### config.mk
export PLATFORM = sky130hd
export DESIGN_NAME = control_regs
export DESIGN_NICKNAME = d
export VERILOG_FILES = /design/src/design/soc_bus_pkg.sv /design/src/design/control_regs.sv
export VERILOG_INCLUDE_DIRS = /design/src /design/src/design
export SDC_FILE = /design/constraint.sdc
export NUM_CORES = 1
export LEC_CHECK = 0
export BUFFER_PORTS_ARGS = -buffer_cell sky130_fd_sc_hd__buf_4
export CORE_MARGIN = 8
export CORE_UTILIZATION = 38
export DETAILED_ROUTE_END_ITERATION = 7
export MAX_ROUTING_LAYER = met4
export PLACE_DENSITY = 0.93
export REMOVE_ABC_BUFFERS = 1
export SYNTH_ARGS = -nofsm -noshare
export SYNTH_HDL_FRONTEND = slang
export SYNTH_SLANG_ARGS = --single-unit
### constraint.sdc
create_clock -name sys_clk -period 2.15 [get_ports sys_clk]
set_clock_uncertainty 0.05 [all_clocks]
set_input_delay 0.215 -clock sys_clk [delete_from_list [all_inputs] [get_ports sys_clk]]
set_output_delay 0.215 -clock sys_clk [all_outputs]
set_load 0.01 [all_outputs]
### src/design/soc_settings.svh
//############################################################################
// Fixed sizes, I/O port numbers and the BIOS region of the SoC bus fabric.
// Included by the bus package and by any RTL that decodes ports or regions.
//############################################################################

`ifndef SOC_SETTINGS_SVH
`define SOC_SETTINGS_SVH

`define SOC_DATA_WIDTH 16
`define SOC_ADDR_WIDTH 19      // Word address, byte address bits 19 to 1

`define SOC_NUM_LEDS 8

// I/O port numbers, byte addresses within the 64K I/O space
`define SOC_IO_LEDS_PORT      16'hFFFE
`define SOC_IO_BIOS_CTRL_PORT 16'hFFEC

// Top byte-address bits of 0xFC000 to 0xFFFFF
`define SOC_BIOS_TAG   6'b111111
`define SOC_BIOS_DEPTH 8192    // Words

`endif
### src/design/soc_bus_pkg.sv
//############################################################################
// Bus types shared by the fabric. Modules name them by scope in their port
// lists and take the package with a wildcard import inside the body.
//############################################################################

`include "soc_settings.svh"

package soc_bus_pkg;

    typedef logic [`SOC_DATA_WIDTH-1:0]   word_t;
    typedef logic [`SOC_ADDR_WIDTH-1:0]   addr_t;
    typedef logic [15:0]                  io_port_t;
    typedef logic [`SOC_DATA_WIDTH/8-1:0] bytesel_t;  // Bit 0 is the low byte
    typedef logic [`SOC_NUM_LEDS-1:0]     led_t;

    // Owner of the shared memory port
    typedef enum logic [1:0] {
        IDLE,
        SERVE_DATA,
        SERVE_INSTR
    } arb_state_e;

endpackage

### src/design/control_regs.sv
//############################################################################
// LED and BIOS control registers on the I/O bus. Each register acks one
// cycle after its select; bios_enabled maps the BIOS RAM into memory.
//############################################################################

`timescale 1ns/1ps

module control_regs (
    input  logic               sys_clk,
    input  logic               rst_n,
    input  logic               leds_sel,
    input  logic               bios_ctrl_sel,
    input  logic               wr_en,
    input  soc_bus_pkg::word_t wdata,
    output soc_bus_pkg::word_t leds_rdata,
    output soc_bus_pkg::word_t bios_ctrl_rdata,
    output logic               leds_ack,
    output logic               bios_ctrl_ack,
    output soc_bus_pkg::led_t  leds,
    output logic               bios_enabled
);
    import soc_bus_pkg::*;

    always_ff @(posedge sys_clk or negedge rst_n) begin
        if (!rst_n) begin
            leds          <= '0;
            bios_enabled  <= 1'b1;  // Boot from on-chip BIOS
            leds_ack      <= 1'b0;
            bios_ctrl_ack <= 1'b0;
        end else begin
            leds_ack      <= leds_sel & ~leds_ack;
            bios_ctrl_ack <= bios_ctrl_sel & ~bios_ctrl_ack;

            // Write once, in the first cycle of the access
            if (leds_sel && !leds_ack && wr_en) begin
                leds <= led_t'(wdata);
            end
            if (bios_ctrl_sel && !bios_ctrl_ack && wr_en) begin
                bios_enabled <= wdata[0];
            end
        end
    end

    assign leds_rdata      = leds_ack ? word_t'(leds) : '0;
    assign bios_ctrl_rdata = bios_ctrl_ack ? word_t'(bios_enabled) : '0;

    a_leds_ack_sel: assert property (@(posedge sys_clk) disable iff (!rst_n)
        leds_ack |-> $past(leds_sel));

    a_bios_ack_sel: assert property (@(posedge sys_clk) disable iff (!rst_n)
        bios_ctrl_ack |-> $past(bios_ctrl_sel));

endmodule

# [Yosys cells after proc, flatten, opt, wreduce, memory -nomap -nowiden]
# Cells that the tools add are included.
# Widths: inputs -> output; s select.
[word_totals] reg_bits=11 word_cells=16 output_inout_bits=43 inputBits=21
[classes] bitwise=4 reduce_logical=6 mux=2
[op_table] op="$mux 8" count=1
[op_table] op="$logic_and 1x1->1" count=4
[op_table] op="$and 1x1->1" count=2
[op_table] op="$logic_not 1->1" count=2
[op_table] op="$not 1->1" count=2
[op_table] op="$mux 1" count=1

# [Logic depth before layout (Yosys ltp)]
[depth] ltp_word=3 mapped_depth=2 ltp_nobuf=2

# [Worst setup path after synthesis]
# No wires, ideal clock.
[synth_timing] path_type="register to register" from="register leds_ack" to="register leds[0]" t_required_ns=1.975 period_less_slack_ns=1.178 arrival_ns=1.004 slack_ns=0.972 stages_incl_launch_ff=3 n_path_buf=0 setup_time_ns=0.125 cell_sequence="dfrtp_1 nand3b_4 mux2_2"
[synth_between] elab_chain_cells=3
[synth_lines] item="from (decl)" line="control_regs.sv:17" text="output logic leds_ack,"
[synth_lines] item="from (signal assigned)" line="control_regs.sv:31" text="leds_ack <= leds_sel & ~leds_ack;"
[synth_lines] item="$logic_not 1->1" line="control_regs.sv:35" text="if (leds_sel && !leds_ack && wr_en) begin"
[synth_lines] item="$logic_and 1x1->1 (2 in series)" line="control_regs.sv:35"
[synth_lines] item="to (signal assigned)" line="control_regs.sv:36" text="leds <= led_t'(wdata);"
[synth_lines] item="to (decl)" line="control_regs.sv:19" text="output soc_bus_pkg::led_t leds,"
# No other way between the ends.
# A chain may end at the register's enable or synchronous reset.

# [Worst setup path after layout]
[layout_timing] from="register leds_ack" to="output leds_rdata[4]"
[layout_between] elab_chain_cells=1
[layout_lines] item="$mux 8" line="control_regs.sv:44" text="assign leds_rdata = leds_ack ? word_t'(leds) : '0;"
[layout_lines] item="to (decl)" line="control_regs.sv:15" text="output soc_bus_pkg::word_t leds_rdata,"
# No other way between the ends.

==> impl_metrics.tcl <==
set metrics [dict create \
    path_cells "and2_2, buf_4" \
    reg2reg_slack_ns 0.86 \
    core_area_um2 1690 \
    yosys.area.top_type_share 0.377 \
    clk_latency_ns 0.26 \
    final.min_clock_period_ns 1.37 \
    hp-class "in -> reg" \
    holdPathEnd "leds[5]$_DFFE_PN0P_" \
    rr_startpoint "leds_ack$_DFF_PN0_" \
    hold_viol 0 \
    cp-end-kind "output port" \
    place_congestion 0.658 \
    cts_tree "built" \
    drv_slew 0 \
    start_util 0.393 \
    drt_iter0_drc 4 \
    post_cts_buffers 0 \
    max_freq_mhz 731 \
    fp-row-count 15 \
    maxCapViolCount 0 \
    grt_pass1_wl_um 2200 \
    reg2reg_to "leds[6]$_DFFE_PN0P_" \
    critPathLaunchType "register" \
    fp.dieArea_um2 3340 \
    worstPathRequired_ns 1.88 \
    grt_use_met1 0.0706 \
    clock_sinks 11 \
    min_path_cells 2 \
    ff2ff_path_depth 2 \
    cp_num_buf_inv 1 \
    crit_fanout 11 \
    ir_drop_mv 0.361 \
    yosys.area.top_type "dfrtp_1" \
    outcome "finished clean" \
    overflow 0 \
    hold_start "wdata[5]" \
    antenna_found_initial 0 \
    syn_avg_cell_area_um2 11.6 \
    ant_nets 0 \
    cts_buffers 3 \
    wl_um 1460 \
    drive_above_1_share 0.591 \
    criticalPathCategory "reg -> out" \
    critPathTopFamily "flip-flops" \
    rsz0062_at_grt "false" \
    cts_root_buffer "clkbuf_4" \
    grt_max_degree 12 \
    critPathMaxStageDelay_ns 0.48 \
    clkTransAtPathRegs_ns 0.07 \
    grt_use_met2 0.161 \
    grt_use_met3 0.0662 \
    io_buffer_count 32 \
    synth_cell_types 11 \
    drc_errors 0 \
    avgRoutedWirePerCell_um 13.2 \
    cp.arrival_ns 1.10 \
    post-route-util 0.516 \
    drt_pass1_iterations 2 \
    syn-cell-area_um2 663 \
    via_count 448 \
    post_cts_hold_buffer_count 1 \
    post_cts_resized 0 \
    htree_levels 1 \
    finalCritPeriodShare 0.636 \
    leakagePower_nw 0.475 \
    finalSetupViolations 0 \
    fill_cells 160 \
    finalNetCount 115 \
    grt_pass1_vias 486 \
    diodes 0 \
    top_usage_layer "met2" \
    seq_area_frac_synth 0.417 \
    powerDensity_nw_per_um2 703 \
    setup_tns_ns 0 \
    avgViaCountPerCell 4.07 \
    die_w_um 57.8 \
    io_pins 64 \
    synth_cells 57 \
    clockBufferDepth 2 \
    area_delta_synth_final_pct 31.3 \
    ys_ff_latch 11 \
    gr-usage-all-layers 0.0879 \
    yosysWarnings 0 \
    crit_slowest_cell "dfrtp_1" \
    synth_area_leaders "dfrtp_1, buf_4, mux2_2" \
    fp.dieH_um 57.8 \
    dp_hpwl_um 1210 \
]
[layout make-up]
cell class / instances / area (um2) / share of cell area
Multi-Input combinational cell: 45 / 297 / 0.341
Sequential cell: 11 / 277 / 0.318
Timing Repair Buffer: 33 / 250 / 0.287
Clock buffer: 4 / 26.3 / 0.0302
Tap cell: 17 / 21.3 / 0.0244
[layout by cell type, fill, tap and decap left out]
| master | Yosys | final |
|---|---|---|
| dfstp_2 | 1 | 1 |
| and2_2 | 8 | 8 |
| dfrtp_1 | 10 | 10 |
| nand3b_4 | 1 | 1 |
| and2b_2 | 1 | 1 |
| mux2_2 | 9 | 9 |
| nand3b_1 | 1 | 1 |
| conb_1 | 1 | 23 |
| nor2b_1 | 1 | 1 |
| buf_4 | 23 | 32 |
| clkbuf_1 | 0 | 1 |
| clkbuf_4 | 0 | 3 |
| dlygate4sd3_1 | 0 | 1 |
| and2_1 | 1 | 1 |
[logic make-up (layout without fill, tap and decap cells)]
family / after synthesis / in the layout / share of synthesized area
other cells: 1 / 23 / 0.00565
flops: 11 / 11 / 0.417
simple gates: 13 / 13 / 0.164
buf+inv: 23 / 37 / 0.260
mux: 9 / 9 / 0.153
[synth_stat cells]
library cell and instances:
and2b_2 1, dfrtp_1 10, and2_1 1, nor2b_1 1, buf_4 23, dfstp_2 1
nand3b_1 1, conb_1 1, nand3b_4 1, mux2_2 9, and2_2 8
[power by group]
part | switching, mW | internal, mW
Clock | 0.0646 | 0.0717
Combinational | 0.0891 | 0.117
Sequential | 0.0258 | 0.245
[through the flow]
stage	total power, mW	instances	hold slack (ns)	setup slack, ns	instance area [um2]
after floorplan	0.366	56	-0.131	0.972	573
after detailed placement	0.481	105	0.00805	0.827	835
final	0.613	110	0.131	0.782	871
after global routing	0.660	110	0.106	0.675	871
after CTS	0.625	110	0.122	0.740	871
after global placement	0.475	105	0.00609	0.844	835
[sequential cells by signal, summed over array words and instances (netlist names)]
name           cells
bios_ctrl_ack      1
leds_ack           1
bios_enabled       1
leds               8
[layer usage]
layer  vias up  wire (um)
met2        34        756
met5         -          0
met1       206        499
met3         0        201
li1        208          -
met4         0          0
[how the worst max path moves through the flow]
stage                                  start             endpoint  slack (ns)  cells past startpoint
after floorplan           leds_ack$_DFF_PN0_  leds[0]$_DFFE_PN0P_        0.97                      2
after global placement    leds_ack$_DFF_PN0_  leds[6]$_DFFE_PN0P_        0.84                      2
after detailed placement  leds_ack$_DFF_PN0_  leds[6]$_DFFE_PN0P_        0.83                      2
after CTS                 leds_ack$_DFF_PN0_        leds_rdata[4]        0.74                      2
after global routing      leds_ack$_DFF_PN0_        leds_rdata[4]        0.67                      2
final                     leds_ack$_DFF_PN0_        leds_rdata[4]        0.78                      2
[worst reg2reg max path: cells and delay by family (launching register included)]
family           cells  cell delay, ns
DFF                  1            0.51
and+or+nand+nor      1            0.27
muxes                1            0.35
(Power assumes the default switching activity.)
