## config.mk

```make
export PLATFORM = sky130hd
export DESIGN_NAME = mem_arbiter
export DESIGN_NICKNAME = d
export VERILOG_FILES = /design/src/design/soc_bus_pkg.sv /design/src/design/mem_arbiter.sv
export VERILOG_INCLUDE_DIRS = /design/src /design/src/design
export SDC_FILE = /design/constraint.sdc
export NUM_CORES = 1
export LEC_CHECK = 0
export BUFFER_PORTS_ARGS = -buffer_cell sky130_fd_sc_hd__buf_4
export CAP_MARGIN = 10
export CORE_AREA = 2 2 58 60
export DETAILED_ROUTE_END_ITERATION = 8
export DIE_AREA = 0 0 60 62
export PLACE_DENSITY = 0.81
export SETUP_SLACK_MARGIN = 0.3
export SLEW_MARGIN = 20
export SYNTH_ARGS = -nofsm -noshare
export SYNTH_HDL_FRONTEND = slang
export SYNTH_SLANG_ARGS = --single-unit
```

## constraint.sdc

```tcl
create_clock -name sys_clk -period 4.15 [get_ports sys_clk]
set_input_delay 0.415 -clock sys_clk [delete_from_list [all_inputs] [get_ports sys_clk]]
set_output_delay 0.415 -clock sys_clk [all_outputs]
set_load 0.02 [all_outputs]
```

## src/design/soc_settings.svh

```systemverilog
//############################################################################
// Fixed sizes, I/O port numbers and the BIOS region of the SoC bus fabric.
// Included by the bus package and by any RTL that decodes ports or regions.
//############################################################################

`ifndef SOC_SETTINGS_SVH
`define SOC_SETTINGS_SVH

`define SOC_DATA_WIDTH 16
`define SOC_ADDR_WIDTH 19      // Word address, byte address bits 19 to 1

`define SOC_NUM_LEDS 8

// I/O port numbers, byte addresses within the 64K I/O space
`define SOC_IO_LEDS_PORT      16'hFFFE
`define SOC_IO_BIOS_CTRL_PORT 16'hFFEC

// Top byte-address bits of 0xFC000 to 0xFFFFF
`define SOC_BIOS_TAG   6'b111111
`define SOC_BIOS_DEPTH 8192    // Words

`endif
```

## src/design/soc_bus_pkg.sv

```systemverilog
//############################################################################
// Bus types shared by the fabric. Modules name them by scope in their port
// lists and take the package with a wildcard import inside the body.
//############################################################################

`include "soc_settings.svh"

package soc_bus_pkg;

    typedef logic [`SOC_DATA_WIDTH-1:0]   word_t;
    typedef logic [`SOC_ADDR_WIDTH-1:0]   addr_t;
    typedef logic [15:0]                  io_port_t;
    typedef logic [`SOC_DATA_WIDTH/8-1:0] bytesel_t;  // Bit 0 is the low byte
    typedef logic [`SOC_NUM_LEDS-1:0]     led_t;

    // Owner of the shared memory port
    typedef enum logic [1:0] {
        IDLE,
        SERVE_DATA,
        SERVE_INSTR
    } arb_state_e;

endpackage

```

## src/design/mem_arbiter.sv

```systemverilog
//############################################################################
// Shares one memory port between the data and instruction masters. The grant
// is registered and held until the transfer acks; data wins from idle.
//############################################################################

`timescale 1ns/1ps

module mem_arbiter (
    input  logic                  sys_clk,
    input  logic                  rst_n,
    input  soc_bus_pkg::addr_t    instr_addr,
    input  logic                  instr_access,
    output soc_bus_pkg::word_t    instr_rdata,
    output logic                  instr_ack,
    input  soc_bus_pkg::addr_t    d_addr,
    input  soc_bus_pkg::word_t    d_wdata,
    input  logic                  d_access,
    input  logic                  d_wr_en,
    input  soc_bus_pkg::bytesel_t d_bytesel,
    output soc_bus_pkg::word_t    d_rdata,
    output logic                  d_ack,
    output soc_bus_pkg::addr_t    q_addr,
    output soc_bus_pkg::word_t    q_wdata,
    output logic                  q_access,
    output logic                  q_wr_en,
    output soc_bus_pkg::bytesel_t q_bytesel,
    input  soc_bus_pkg::word_t    q_rdata,
    input  logic                  q_ack
);
    import soc_bus_pkg::*;

    arb_state_e state;
    arb_state_e next_state;
    logic       grant_data;
    logic       grant_instr;

    always_comb begin
        next_state = state;
        case (state)
            IDLE: begin
                if (d_access) begin
                    next_state = SERVE_DATA;
                end else if (instr_access) begin
                    next_state = SERVE_INSTR;
                end
            end
            SERVE_DATA, SERVE_INSTR: begin
                if (q_ack) begin
                    next_state = IDLE;
                end
            end
            default: next_state = IDLE;
        endcase
    end

    always_ff @(posedge sys_clk or negedge rst_n) begin
        if (!rst_n) begin
            state <= IDLE;
        end else begin
            state <= next_state;
        end
    end

    assign grant_data  = (state == SERVE_DATA);
    assign grant_instr = (state == SERVE_INSTR);

    // Owner's request, masters hold it stable until ack
    assign q_access  = grant_data | grant_instr;
    assign q_addr    = grant_data ? d_addr : instr_addr;
    assign q_wdata   = grant_data ? d_wdata : '0;
    assign q_wr_en   = grant_data & d_wr_en;      // Fetches only read
    assign q_bytesel = grant_data ? d_bytesel : '1;

    assign d_rdata     = grant_data ? q_rdata : '0;
    assign d_ack       = grant_data & q_ack;
    assign instr_rdata = grant_instr ? q_rdata : '0;
    assign instr_ack   = grant_instr & q_ack;

    a_acks_exclusive: assert property (@(posedge sys_clk) disable iff (!rst_n)
        !(instr_ack && d_ack));

    a_q_stable: assert property (@(posedge sys_clk) disable iff (!rst_n)
        q_access && !q_ack |=> q_access && $stable(q_addr) && $stable(q_wr_en));

endmodule

```

# == Word-level counts from Yosys, hierarchy flattened ==
# Cells that the tools add are included.
# word_totals
word_cells,21
reg_bits,2
out_inout_bits,73
inputBits,78
# op_classes
muxes,9
bitwise,4
reduce_logical,3
eq_ne,4
# op_table
operator,count
$mux W16,3
$mux W19,1
$mux W2,4
$pmux W2 S2,1
$and A1 B1 Y1,3
$ne A3 B3 Y1 const B,1
$eq A2 B1 Y1 const B,1
$eq A2 B2 Y1 const B,1
$logic_not A2 Y1,1
$ne A2 B2 Y1 const B,1
$reduce_and A2 Y1,1
$reduce_or A2 Y1,1
$or A1 B1 Y1,1

# == Longest topological paths before layout ==
# logic_depth
ltp_word,4
mapped_depth,5
mapped_depth_nobuf,5

# == Worst setup path before layout ==
# No wires, ideal clock.
# synth_timing
path_type,reg2out
from,reg state[1]
to,out q_addr[10]
n_path_buf,2
required_ns,3.735
stages_incl_launch_ff,6
arrival_time_ns,1.225
slack_ns,2.510
path_cell_list,dfrtp_1 -> inv_1 -> ha_1 -> buf_6 -> buf_12 -> mux2_4
# synth_via
elab_chain_cells,2
# synth_lines
element,line_no,rtl
"start, declared",mem_arbiter.sv:32,arb_state_e state;
"start signal, assigned",mem_arbiter.sv:60,state <= next_state;
$eq A2 B1 Y1,mem_arbiter.sv:64,assign grant_data = (state == SERVE_DATA);
$mux W19,mem_arbiter.sv:69,assign q_addr = grant_data ? d_addr : instr_addr;
"end, declared",mem_arbiter.sv:22,"output soc_bus_pkg::addr_t q_addr,"
# No other way between the ends.

# == Worst setup path after layout ==
# layout_timing
from,reg state[1]
to,out q_addr[6]
# The elaborated chain is that of the path after synthesis.

==> run summary <==
Initial antenna violation count -> 0
Worst-path clk slew -> 0.03 ns
Layout cell share with drive strength beyond 1 -> 71.8%
Drt total wl -> 3.47 mm
Post CTS Setup Buffer Count -> 0
Final min period -> 2.53 ns
Register area -> 50.0 um^2
Warnings, synthesis -> 0
Fin crit share -> 60.9%
Largest Register -> state
Worst-Skew Late Latency -> 0.23 ns
Via count -> 1174
CTS Sinks -> 2
Largest family of logic cells by synthesized area -> simple AND/OR/NAND/NOR gates
CTS Buf Count -> 3
Initial DRT Pass Iterations -> 2
Simple-Gate Fraction of Synth Area -> 44.5%
Clk_skew -> 0.000206 ns
Mapped Cells -> 93
Largest net degree at the start of global routing -> 37
Achievable Freq -> 0.395 GHz
CP required -> 3.73 ns
DP Wirelength -> 3.00 mm
Largest cells by area after synthesis -> and2_1 41%, mux2_4 19%, mux2_2 13%
Vias in the first global route -> 986
Layout overhead on the synthesized area -> 149%
First-pass GRT wire length -> 4.57 mm
Slew @ Worst Pin -> 0.986 ns
Final Max Slew Viols -> 0
Worst IR Drop VDD -> 0.270 mV
Port bufs -> 150
Average size of a mapped cell -> 8.41 um^2
Ant. Diodes -> 0
Resized Gates After CTS -> 0
Largest regs -> state (2)
PwrDens -> 495 nW/um^2
Yosys top cell by area -> and2_1
Placer congestion estimate -> 0.746
Antenna viol nets, final -> 0
Initial Util -> 24.6%
Htree depth -> 1
Endpoints failing setup -> 0
Synth cell types -> 15
Die area -> 3720 um^2
Ports -> 151
Crit. End Element -> output port
Crit Path Category -> reg2out
CTS Buffer Depth -> 2
1st-iter DRT viols -> 29
Power Total -> 965 uW
Register area share after synthesis -> 6.40%
Layout Nets -> 325
Max cap viols -> 0
RSZ-0062 raised after global routing -> false
Xor/xnor cell area share of the yosys netlist -> 0%
Fraction of synthesized cell area taken by the top area cell type -> 40.8%
Post-Syn Nets -> 175
Die W -> 60 um
Setup TNS -> 0 ns
Relative max-transition margin -> 34.3%
Setup crit start kind -> flop
Post-synthesis compound-gate area fraction -> 3.20%
Arrival time at the worst endpoint -> 2.11 ns
Most numerous cell in the Yosys netlist -> and2_1
TritonCTS clock tree -> done
Root buf cell -> clkbuf_4
Seq cells post-synth -> 2
Util after Layout -> 61.3%
Post-synth ARST share -> 100%
Total global-route track usage -> 16.3%
Multi-input logic area -> 674 um^2
Core ar. -> 3180 um^2
DR WL/cell -> 12.1 um
Max reg flops -> 2
Row cnt -> 21
Filler cells -> 309
Commonest cells post-synth -> 51 x and2_1, 10 x mux2_4, 9 x mux2_2, 4 x ha_1, 4 x nand2b_1
Synth Area in Adders -> 6.40%
Via density per instance -> 4.09
Synth Cell Area -> 782 um^2
Hold/Removal Path Class -> in2reg
Synth Flop Type -> dfrtp_1
Worst Path Max Fanout -> 19
DIE HEIGHT -> 62 um
Count of flip-flops with a built-in enable after synthesis -> 0
Post-synthesis mux area share -> 32.2%
Final Hold Viols -> 0
Grt ovf -> 0
# DRC -> 0
P_leak -> 1.10 nW
Status -> finished, final reports clean
[metal layers]
layer / up-vias / global-route usage [%] / wire length, um
met5: - / 0 / 0
met4: 0 / 4.76 / 29
met3: 3 / 2.69 / 328
met2: 60 / 34.5 / 2050
met1: 517 / 15.8 / 1070
li1: 594 / - / -
[metrics by stage]
stage                     cell area (um^2)  hold WS, ns  setup slack [ns]  instances
after floorplan                        782        0.119              2.51         93
after global placement                1920        0.198              1.88        283
after detailed placement              1920        0.202              1.85        283
after CTS                             1950        0.435              1.60        287
after global routing                  1950        0.439              1.46        287
final                                 1950        0.439              1.62        287
[final timing paths]
| kind | start | end | slack, ns | cells after the start |
|---|---|---|---|---|
| setup reg to reg | state[0] | state[0] | 2.80 | 5 |
| hold / removal | d_access | state[0] | 0.44 | 2 |
| setup / recovery | state[1] | q_addr[6] | 1.62 | 4 |
| max in group asynchronous | rst_n | state[1] | 3.55 | 2 |
| hold reg to reg | state[1] | state[1] | 0.55 | 2 |
| min in group asynchronous | rst_n | state[0] | 0.51 | 2 |
[where the power goes]
| group | internal (mW) | switching [mW] | total (mW) |
|---|---|---|---|
| clock | 0.0320 | 0.0127 | 0.0447 |
| sequential | 0.0279 | 0.00770 | 0.0356 |
| combinational | 0.431 | 0.454 | 0.885 |
| total | 0.491 | 0.474 | 0.965 |
[worst max-delay path, stage by stage, from the launching register on]
cell and delay (ns):
dfrtp_1 0.38, inv_1 0.10, ha_1 0.82, mux2_2 0.42, buf_4 0.16
[timing repair]
item                                    4_1_cts  5_1_grt
hold endpoints to repair                      2        0
endpoints found under the setup margin        0        0
hold buffers                                  1        0
[cell usage in the layout (no fill, tap or decap), drive strengths merged, types with 2 or more instances in the layout]
master and instances:
a21oi 2, and2 51, buf 150, clkbuf 3, dfrtp 2, ha 4, inv 2, mux2 19
nand2b 4
[cells by family after synthesis]
family / count (synthesis)
muxes: 19
AOI/OAI and AO/OA: 4
and+or+nand+nor: 56
adders and majority gates: 4
DFF: 2
buffers and inverters: 8
[area by class of cell]
type                            instances  area share (%)
Clock buffer                            3            1.16
Inverter                                2           0.385
Multi-Input combinational cell         83            34.6
Sequential cell                         2            2.57
Tap cell                               46            2.95
Timing Repair Buffer                  151            58.3
Power figures use the tool's default switching activity.
