File: src/design/soc_settings.svh
//############################################################################
// Fixed sizes, I/O port numbers and the BIOS region of the SoC bus fabric.
// Included by the bus package and by any RTL that decodes ports or regions.
//############################################################################

`ifndef SOC_SETTINGS_SVH
`define SOC_SETTINGS_SVH

`define SOC_DATA_WIDTH 16
`define SOC_ADDR_WIDTH 19      // Word address, byte address bits 19 to 1

`define SOC_NUM_LEDS 8

// I/O port numbers, byte addresses within the 64K I/O space
`define SOC_IO_LEDS_PORT      16'hFFFE
`define SOC_IO_BIOS_CTRL_PORT 16'hFFEC

// Top byte-address bits of 0xFC000 to 0xFFFFF
`define SOC_BIOS_TAG   6'b111111
`define SOC_BIOS_DEPTH 8192    // Words

`endif
File: src/design/soc_bus_pkg.sv
//############################################################################
// Bus types shared by the fabric. Modules name them by scope in their port
// lists and take the package with a wildcard import inside the body.
//############################################################################

`include "soc_settings.svh"

package soc_bus_pkg;

    typedef logic [`SOC_DATA_WIDTH-1:0]   word_t;
    typedef logic [`SOC_ADDR_WIDTH-1:0]   addr_t;
    typedef logic [15:0]                  io_port_t;
    typedef logic [`SOC_DATA_WIDTH/8-1:0] bytesel_t;  // Bit 0 is the low byte
    typedef logic [`SOC_NUM_LEDS-1:0]     led_t;

    // Owner of the shared memory port
    typedef enum logic [1:0] {
        IDLE,
        SERVE_DATA,
        SERVE_INSTR
    } arb_state_e;

endpackage

File: src/design/io_decoder.sv
//############################################################################
// I/O space decoder on the data port. Raises one register select per access
// and answers unmapped ports with a zero-data ack one cycle later.
//############################################################################

`timescale 1ns/1ps
`include "soc_settings.svh"

module io_decoder (
    input  logic               sys_clk,
    input  logic               rst_n,
    input  soc_bus_pkg::addr_t data_addr,
    input  logic               data_access,
    input  logic               data_io,
    output logic               leds_sel,
    output logic               bios_ctrl_sel,
    input  soc_bus_pkg::word_t leds_rdata,
    input  soc_bus_pkg::word_t bios_ctrl_rdata,
    input  logic               leds_ack,
    input  logic               bios_ctrl_ack,
    output soc_bus_pkg::word_t io_rdata,
    output logic               io_ack
);
    import soc_bus_pkg::*;

    io_port_t port;
    logic     default_access;
    logic     default_ack;

    assign port = {data_addr[14:0], 1'b0};  // Byte address bits 15 to 0

    always_comb begin
        leds_sel       = 1'b0;
        bios_ctrl_sel  = 1'b0;
        default_access = 1'b0;
        if (data_access && data_io) begin
            case (port)
                `SOC_IO_LEDS_PORT:      leds_sel = 1'b1;
                `SOC_IO_BIOS_CTRL_PORT: bios_ctrl_sel = 1'b1;
                default:                default_access = 1'b1;
            endcase
        end
    end

    always_ff @(posedge sys_clk or negedge rst_n) begin
        if (!rst_n) begin
            default_ack <= 1'b0;
        end else begin
            default_ack <= default_access & ~default_ack;  // Single pulse
        end
    end

    assign io_rdata = leds_rdata | bios_ctrl_rdata;  // Default slave reads zero
    assign io_ack   = leds_ack | bios_ctrl_ack | default_ack;

    a_one_select: assert property (@(posedge sys_clk) disable iff (!rst_n)
        $onehot0({leds_sel, bios_ctrl_sel, default_access}));

    // Register acks and the default ack must never collide
    a_one_ack: assert property (@(posedge sys_clk) disable iff (!rst_n)
        $onehot0({leds_ack, bios_ctrl_ack, default_ack}));

endmodule

File: config.mk
export PLATFORM = sky130hd
export DESIGN_NAME = io_decoder
export DESIGN_NICKNAME = d
export VERILOG_FILES = /design/src/design/soc_bus_pkg.sv /design/src/design/io_decoder.sv
export VERILOG_INCLUDE_DIRS = /design/src /design/src/design
export SDC_FILE = /design/constraint.sdc
export NUM_CORES = 1
export LEC_CHECK = 0
export BUFFER_PORTS_ARGS = -buffer_cell sky130_fd_sc_hd__buf_2
export CAP_MARGIN = 20
export CELL_PAD_IN_SITES_DETAIL_PLACEMENT = 1
export CELL_PAD_IN_SITES_GLOBAL_PLACEMENT = 1
export CORE_MARGIN = 5
export CORE_UTILIZATION = 10
export CTS_BUF_LIST = sky130_fd_sc_hd__clkbuf_4
export DETAILED_ROUTE_END_ITERATION = 8
export HOLD_SLACK_MARGIN = 0.1
export MAX_ROUTING_LAYER = met4
export PLACE_DENSITY = 0.95
export RECOVER_POWER = 25
export SLEW_MARGIN = 20
export SYNTH_ARGS = -nofsm -noshare
export SYNTH_HDL_FRONTEND = slang
export SYNTH_SLANG_ARGS = --single-unit
File: constraint.sdc
create_clock -name sys_clk -period 1.9 [get_ports sys_clk]
set_input_delay 0.38 -clock sys_clk [delete_from_list [all_inputs] [get_ports sys_clk]]
set_output_delay 0.38 -clock sys_clk [all_outputs]
set_load 0.05 [all_outputs]
==> After elaboration in Yosys (flattened, before gate mapping) <==
Cells that the tools add are included.
Widths: inputs -> output; s select.
{ "totals": {"reg_bits": 1, "latch_bits": 0, "ram_bits": 0, "romBits": 0, "input_bits": 57, "elab_cells": 16, "memories": 0} }
{ "op_classes": {"add_sub_neg": 0, "mul": 0, "n_div": 0, "magnitude_cmp": 0, "n_eq_ne": 2, "n_shift": 0, "mux": 6, "bitwise": 5, "reduce_logical": 2} }
{ "ops": {"columns": ["cell", "count"], "rows": [
  ["$eq 15x15->1 const B", 2],
  ["$or 16x16->16", 1],
  ["$mux 1", 6],
  ["$or 1x1->1", 2],
  ["$reduce_or 2->1", 1],
  ["$and 1x1->1", 1],
  ["$logic_and 1x1->1", 1],
  ["$not 1->1", 1]
]} }

==> Logic depth before layout (Yosys ltp) <==
Gate-level depths: netlist of the first run.
{ "logic_depth": {"ltp_word": 5, "mapped_depth": 3, "depth_no_buf": 3} }

==> Worst setup path after synthesis of the first run <==
No wires, ideal clock.
{ "synth_path": {"path_kind": "input port to output port", "startpoint": "input data_addr[14]", "endpoint": "output bios_ctrl_sel", "arrival_time_ps": 1469, "t_required_ps": 1520, "slack_ps": 51, "stages": 3, "n_path_buf": 0, "path_cell_list": "nand4_1 > nor4_1 > nor3b_2"} }
{ "synth_via": {"elab_chain_len": 3} }
{ "synth_rtl": {"columns": ["item", "line_no", "text"], "rows": [
  ["start: declaration", "io_decoder.sv:12", "input soc_bus_pkg::addr_t data_addr,"],
  ["$eq 15x15->1", "io_decoder.sv:37", "case (port)"],
  ["$mux 1", "io_decoder.sv:37", null],
  ["$mux 1", "io_decoder.sv:36", "if (data_access && data_io) begin"],
  ["end: declaration", "io_decoder.sv:16", "output logic bios_ctrl_sel,"]
]} }
No other way between the ends.

==> Worst setup path in the final report of the first run <==
Same ends and word-level chain as after synthesis.

==> out/results.tsv, run 1 <==
metric	value	unit
status	finished, final reports clean	
finalCritPeriodShare	92.53	%
drc	0	
slew_headroom	60.03	%
crit_fanout	2	
netlist_area	211.5	sq um
crit_required	1.52	ns
syn_nets	87	
layout_setup_ws	0.1419	ns
die_h	55.99	um
synth_warnings	0	
postLayoutCellArea	596.8	sq um
p_sw_share	53.07	%
drtPass1Iterations	2	
routed_wl	1416	um
p_seq_share	12.8	%
reg.largest.list	default_ack x1	
setup_viol	0	
num_rows	16	
cts_resized	0	
via_per_inst	3.859	
gp_congestion	0.7316	
seqCellArea	25.02	sq um
grt_first_pass_wirelength	2221	um
instances_no_fill	128	
grt_pass1_vias	563	
netlist-cell-type-count	11	
place_ws	0.1290	ns
drtAntennaViolNets	0	
p_comb_share	87.2	%
ios	76	
cts_hold_buf	0	
fin_hold_ws	0.1546	ns
largest_register_ffs	1	
critical_path_class	in -> out	
coreArea	1982	sq um
drive_gt1_share	85.15	%
rsz0062_at_grt	false	
num_antenna_cells	0	
start_util	10.67	%
synth_cells	30	
grt_usage	8.402	%
hold_class	in -> async	
cellInternalPower	0.08601	mW
max_freq	0.5688	GHz
fin_nets	160	
finalHoldViolations	0	
clk_pin_slew	0	ns
drt_iter0_drc	7	
fp.dieW	55.99	um
route.vias.total	494	
dp_hpwl	1402	um
finClkSkew	0	ns
finalMaxSlewViolations	0	
tightest_slew	0.6022	ns
dpl_cell_area	600.6	sq um
multi_input_area	186.4	sq um
fin_setup_tns	0	ns
fin_crit	1.758	ns
p_leak	0.3344	nW
area_growth	182.2	%
grt-ovfl-total	0	
final_util	30.11	%
arrival	1.38	ns
p_total	0.1833	mW
yosysSeqAreaShare	11.83	%
routedWlPerCell	11.06	um
largest_register	default_ack	
num-fill-cells	275	
rr_worst_depth	1	
dpl.cell_count	128	
die-area	3134	sq um
power.share.clock	0	%
antenna_found_initial	0	
post-cts-setup-buffers	0	
portBuffers	71	
grt_max_degree	4	
p_sw	0.09725	mW
clk_latency	0	ns
cp-start-kind	input pin	
worst_setup_path_end_kind	output port	
ir_worst_vdd	0.1054	mV
powerDensity	307.0	nW/um^2
r2r_setup_slack	1.25	ns
maxCapViolCount	0	
ys_seq_elements	1	
avgSynthCellArea	7.048	sq um
==> layout by cell type, fill, tap and decap left out <==
cell type	n
nor3b_2	1
nand2_1	2
or3_1	1
or2_2	16
clkbuf_1	3
xnor2_1	1
nor4_1	2
dfrtp_1	1
nand3_1	1
a211oi_1	1
buf_2	68
nand4_1	3
and3_2	1
==> area by class of cell <==
cell class                 count  area share, %
tap                           27          5.660
sequential                     1          4.193
multi-input combinational     29          31.24
timing repair buffer          71          58.91
==> cell families (layout without fill, tap and decap cells) <==
| family | after synthesis | in the layout | share of synthesized area (%) |
|---|---|---|---|
| and+or+nand+nor | 27 | 27 | 80.48 |
| AOI/OAI and AO/OA | 1 | 1 | 3.552 |
| xor gates and xnor gates | 1 | 1 | 4.143 |
| DFF | 1 | 1 | 11.83 |
| buffers and inverters | 0 | 71 | 0 |
==> worst paths after layout <==
check | end | from
worst max-delay path | bios_ctrl_sel | data_addr[14]
worst min register to register | default_ack | default_ack
min in group sys_clk | default_ack | default_ack
worst min-delay path | default_ack | rst_n
worst max register to register | default_ack | default_ack
max in group asynchronous | default_ack | rst_n
==> power groups by stage <==
stage          clock network, mW  registers (mW)  logic [mW]
2_1_floorplan                  0          0.0232      0.0916
3_3_place_gp                   0          0.0234       0.157
3_5_place_dp                   0          0.0235       0.163
4_1_cts                        0          0.0235       0.163
5_1_grt                        0          0.0238       0.172
6_report                       0          0.0235       0.160
==> synth_stat cells <==
cell type,instances,share of area [%]
xnor2_1,1,4.1
nor3b_2,1,5.9
dfrtp_1,1,12
a211oi_1,1,3.6
or2_2,16,47
nand4_1,3,8.9
nand2_1,2,3.6
and3_2,1,3.6
or3_1,1,3.0
nand3_1,1,2.4
nor4_1,2,5.9
==> per-layer routing <==
metal | up-vias | global-route usage, % | part of all wire, %
met3 | 0 | 1.856 | 11
met1 | 213 | 7.084 | 28
met5 | - | - | 0
met4 | 0 | 0.6780 | 0
li1 | 249 | - | -
met2 | 32 | 18.53 | 61
==> critical path, cell delays in order <==
cell and delay (ns):
buf_2 0.08, nand4_1 0.11, nor4_1 0.33, nor3b_2 0.20, buf_2 0.28
No activity file was read; power rests on OpenSTA's default activity.
==> run 2, diff against run 1 <==
--- a/config.mk
+++ b/config.mk
@@ -10,6 +10,7 @@
 export CAP_MARGIN = 20
 export CELL_PAD_IN_SITES_DETAIL_PLACEMENT = 1
 export CELL_PAD_IN_SITES_GLOBAL_PLACEMENT = 1
+export CORE_ASPECT_RATIO = 0.7
 export CORE_MARGIN = 5
 export CORE_UTILIZATION = 10
 export CTS_BUF_LIST = sky130_fd_sc_hd__clkbuf_4
==> run 2 against run 1 <==
Net effect: highest routed layer unchanged; largest cell class unchanged; flip-flop and latch count unchanged; register-to-register slack worse by 0.02 ns; routed wire length increased by 6.3%; setup slack worse by 0.0077 ns; maximum frequency decreased by 0.44%; final cell count decreased by 3.9%; global-route usage grew 0.27 points; combinational power hardly changed; final area unchanged; first-iteration DRC count is 100% lower; critical path type unchanged.
==> out/results.tsv, run 2 (same netlist as run 1, synthesis figures left out) <==
metric	value	unit	change
antenna_found_initial	0		unchanged
ir_worst_vdd	0.06268	mV	was 0.1054 mV
die_h	48.48	um	was 55.99 um
grt_usage	8.672	%	was 8.402%
drtPass1Iterations	1		was 2
grtUsageMet3	1.382	%	was 1.856%
final_util	30.83	%	was 30.11%
via_per_inst	4.065		was 3.859
p_sw_share	53.24	%	was 53.07%
dpl_cell_area	594.3	sq um	was 600.6 sq um
p_seq_share	12.8	%	about the same
drc	0		unchanged
cellInternalPower	0.08601	mW	about the same
p_total	0.1839	mW	was 0.1833 mW
finClkSkew	0	ns	unchanged
power.share.clock	0	%	about the same
finalMaxSlewViolations	0		unchanged
drtAntennaViolNets	0		unchanged
crit_fanout	2		unchanged
fin_setup_tns	0	ns	unchanged
routed_wl	1505	um	was 1416 um
grt-ovfl-total	0		unchanged
post-cts-setup-buffers	0		unchanged
drive_gt1_share	86.14	%	was 85.15%
clk_latency	0	ns	about the same
instances_no_fill	123		was 128
grt_max_degree	4		unchanged
cp-start-kind	input pin		unchanged
largest_register	default_ack		unchanged
die-area	3149	sq um	was 3134 sq um
slew_headroom	59.80	%	was 60.03%
grt_busiest_layer	met2		unchanged
ios	76		unchanged
layout_setup_ws	0.1342	ns	was 0.1419 ns
final_cell_mix	buf_2, or2_2, nand4_1, clkbuf_1, nand2_1		was buf_2, or2_2, nand4_1, clkbuf_1
reg.largest.list	default_ack x1		unchanged
fp.dieW	64.96	um	was 55.99 um
powerDensity	308.2	nW/um^2	was 307.0 nW/um^2
dpl.cell_count	123		was 128
crit_required	1.52	ns	about the same
fin_hold_ws	0.1548	ns	was 0.1546 ns
setup_viol	0		unchanged
largest_register_ffs	1		unchanged
portBuffers	71		unchanged
mostFrequentLayoutCell	buf_2		unchanged
postLayoutCellArea	596.8	sq um	unchanged
critical_path_class	in -> out		unchanged
hold_class	in -> async		unchanged
status	finished, final reports clean		unchanged
area_growth	182.2	%	unchanged
worst_setup_path_end_kind	output port		unchanged
place_ws	0.07276	ns	was 0.1290 ns
clk_pin_slew	0	ns	about the same
fin_nets	160		unchanged
maxCapViolCount	0		unchanged
tightest_slew	0.6055	ns	was 0.6022 ns
global_route.usage.met1	5.730	%	was 7.084%
grt_pass1_vias	525		was 563
finalHoldViolations	0		unchanged
r2r_setup_slack	1.23	ns	was 1.25 ns
max_freq	0.5663	GHz	was 0.5688 GHz
grt_first_pass_wirelength	2214	um	was 2221 um
route.vias.total	500		was 494
met2_usage	21.90	%	was 18.53%
arrival	1.39	ns	was 1.38 ns
num_antenna_cells	0		unchanged
finalCritPeriodShare	92.94	%	was 92.53%
p_sw	0.09794	mW	was 0.09725 mW
start_util	10.92	%	was 10.67%
p_leak	0.3345	nW	was 0.3344 nW
fin_crit	1.766	ns	was 1.758 ns
rsz0062_at_grt	false		unchanged
p_comb_share	87.2	%	about the same
coreArea	1936	sq um	was 1982 sq um
routedWlPerCell	12.24	um	was 11.06 um
num_rows	13		was 16
drt_iter0_drc	0		was 7
gp_congestion	0.6238		was 0.7316
==> run 2: cell count changes in the layout (fill, tap and decap cells not counted) <==
cell,before,now
nor4_2,0,1
nor4_1,2,1
==> run 2: layout make-up <==
class                   instances  area, sq um
fillers                       280         1339
multi-input cells              29        192.7
flip-flops and latches          1        25.02
well taps                      22        27.53
repair buffers                 71        351.6
==> run 2: repair_timing <==
action | 4_1_cts | 5_1_grt
resized for setup | 0 | 1
hold buffers | 0 | 0
setup endpoints to repair | 0 | 2
==> run 2: power by group through the flow <==
stage | combinational (mW) | clock, mW | sequential [mW]
global placement | 0.157 | 0 | 0.0235
detailed placement | 0.162 | 0 | 0.0235
finish | 0.160 | 0 | 0.0235
global route | 0.171 | 0 | 0.0237
floorplan | 0.0916 | 0 | 0.0232
CTS | 0.162 | 0 | 0.0235
==> run 2: critical path, cell delays in order <==
cell and delay (ns):
buf_2 0.08, nand4_1 0.12, nor4_2 0.33, nor3b_2 0.20
buf_2 0.28
==> run 2: per-layer routing <==
| layer | part of all wire (%) | vias to the layer above |
|---|---|---|
| met5 | 0 | - |
| met4 | 0 | 0 |
| met3 | 8.8 | 0 |
| met2 | 67 | 16 |
| met1 | 24 | 235 |
| li1 | - | 249 |
==> run 2: final timing paths <==
check | start | endpoint | cells after the start
max | data_addr[13] | bios_ctrl_sel | 5
min | rst_n | default_ack | 1
max reg2reg | default_ack | default_ack | 1
min reg2reg | default_ack | default_ack | 1
max in group asynchronous | rst_n | default_ack | 1
min in group sys_clk | default_ack | default_ack | 1
==> run 3, diff against run 2 <==
==> constraint.sdc (replaced) <==
create_clock -name sys_clk -period 1.5 [get_ports sys_clk]
set_input_delay 0.3 -clock sys_clk [delete_from_list [all_inputs] [get_ports sys_clk]]
set_output_delay 0.3 -clock sys_clk [all_outputs]
set_load 0.05 [all_outputs]
==> run 3 against run 2 <==
Net effect: the run now ends with negative setup slack left; hold slack better by 0.28 ns; clock skew unchanged; combinational power up 41%; critical path depth is the same.
==> out/results.tsv, run 3 (same netlist as run 1, synthesis figures left out) <==
metric	value	unit	change
finalCritPeriodShare	100.5	%	
crit_required	1.20	ns	was 1.52 ns
grt_max_degree	4		unchanged
coreArea	1936	sq um	unchanged
num-fill-cells	255		was 280
drt_iter0_drc	1		was 0
dp_hpwl	1669	um	
grt_pass1_vias	580		was 525
clk_latency	0	ns	about the same
rr_worst_depth	1		unchanged
ir_worst_vdd	0.1177	mV	was 0.06268 mV
max_freq	0.6634	GHz	
start_util	10.92	%	unchanged
layout_setup_ws	-0.007444	ns	was 0.1342 ns
finClkSkew	0	ns	unchanged
num_rows	13		unchanged
routedWlPerCell	14.20	um	was 12.24 um
num_antenna_cells	0		unchanged
worst_setup_path_end_kind	output port		unchanged
hold_class	reg -> reg		was in -> async
crit_fanout	2		unchanged
fin_hold_ws	0.4353	ns	was 0.1548 ns
rsz0062_at_grt	true		was false
hold_end	default_ack		
reg.largest.list	default_ack x1		unchanged
final_cell_mix	buf_2, or2_2, buf_6		was buf_2, or2_2, nand4_1, clkbuf_1, nand2_1
area_growth	230.2	%	was 182.2%
largest_register_ffs	1		unchanged
drive_gt1_share	86.79	%	was 86.14%
grt-ovfl-total	0		unchanged
r2r-end	default_ack		unchanged
maxCapViolCount	0		unchanged
hold_depth	1		
clk_pin_slew	0	ns	about the same
finalHoldViolations	0		unchanged
tightest_slew	0.6003	ns	was 0.6055 ns
r2r_setup_slack	0.82	ns	was 1.23 ns
mostFrequentLayoutCell	buf_2		unchanged
drtPass1Iterations	2		was 1
setup_viol	1		was 0
fin_nets	165		was 160
violations	negative setup slack		
post-cts-setup-buffers	0		unchanged
drc	0		unchanged
route.vias.total	537		was 500
critical_path_class	in -> out		unchanged
powerDensity	366.1	nW/um^2	was 308.2 nW/um^2
slew_headroom	60.15	%	was 59.80%
finalMaxSlewViolations	0		unchanged
p_leak	0.3761	nW	was 0.3345 nW
die_h	48.48	um	unchanged
cp-start-kind	input pin		unchanged
ios	76		unchanged
dpl_cell_area	636.9	sq um	was 594.3 sq um
die-area	3149	sq um	unchanged
hp-start	default_ack		
largest_register	default_ack		unchanged
gp_congestion	0.6849		was 0.6238
fin_crit	1.507	ns	
fp.dieW	64.96	um	unchanged
antenna_found_initial	0		unchanged
arrival	1.21	ns	was 1.39 ns
worstSetupStartpoint	data_addr[7]		was data_addr[13]
status	finished with violations		was finished, final reports clean
grt_usage	11.02	%	was 8.672%
r2r_start	default_ack		unchanged
postLayoutCellArea	698.2	sq um	was 596.8 sq um
portBuffers	71		unchanged
routed_wl	1817	um	was 1505 um
grt_first_pass_wirelength	2718	um	was 2214 um
drtAntennaViolNets	0		unchanged
via_per_inst	4.195		was 4.065
[run 3: cell types whose count changed in the layout (fill, tap and decap cells not counted), sizes merged]
cell         delta
buf             +4
dlygate4sd3     +1
[run 3: how the worst max path moves through the flow]
stage                          to  slack (ns)  cells after the start
floorplan           bios_ctrl_sel       -0.01                      3
finish              bios_ctrl_sel      -0.007                      5
CTS                 bios_ctrl_sel       -0.02                      5
global route        bios_ctrl_sel       -0.11                      5
detailed placement  bios_ctrl_sel       -0.13                      5
global placement    bios_ctrl_sel        -0.1                      5
[run 3: timing repair]
action	4_1_cts	5_1_grt
endpoints found under the hold margin	1	0
resized for setup	10	1
endpoints found under the setup margin	2	2
hold buffers	1	0
[run 3: metrics by stage]
stage	setup TNS (ns)	cells	utilization (%)	power [mW]	setup WS, ns
finish	-0.007444	128	36.07	0.2556	-0.007444
CTS	-0.01936	128	35.94	0.2560	-0.01936
global route	-0.1662	128	36.07	0.2697	-0.1112
global placement	-0.1614	127	32.90	0.2372	-0.09591
floorplan	-0.01474	30	-	0.1460	-0.01474
detailed placement	-0.2158	127	32.90	0.2446	-0.1274
[run 3: final cells by class]
type / instances / area (sq um) / area share (%)
Timing Repair Buffer: 76 / 441.7 / 63.26
Multi-Input combinational cell: 29 / 203.9 / 29.21
Tap cell: 22 / 27.53 / 3.943
Sequential cell: 1 / 25.02 / 3.584
[run 3: power breakdown]
group          total (mW)  leakage (nW)  internal [mW]  switching (mW)
Combinational       0.226         0.363         0.0968           0.129
Clock                   0             0              0               0
Sequential         0.0298        0.0131         0.0289        0.000850
[run 3: worst max-delay path, stage by stage]
cell and delay (ns):
buf_6 0.07, nand4_1 0.10, nor4_2 0.31, nor3b_4 0.24, buf_6 0.18
[run 3: routing by layer]
layer	part of all wire (%)	global-route usage (%)	wire [um]	vias to the layer above
met5	0	-	0	-
met4	2.5	2.456	46	0
met3	5.6	1.382	101	4
met2	66	25.64	1199	24
met1	26	8.311	468	250
li1	-	-	-	259
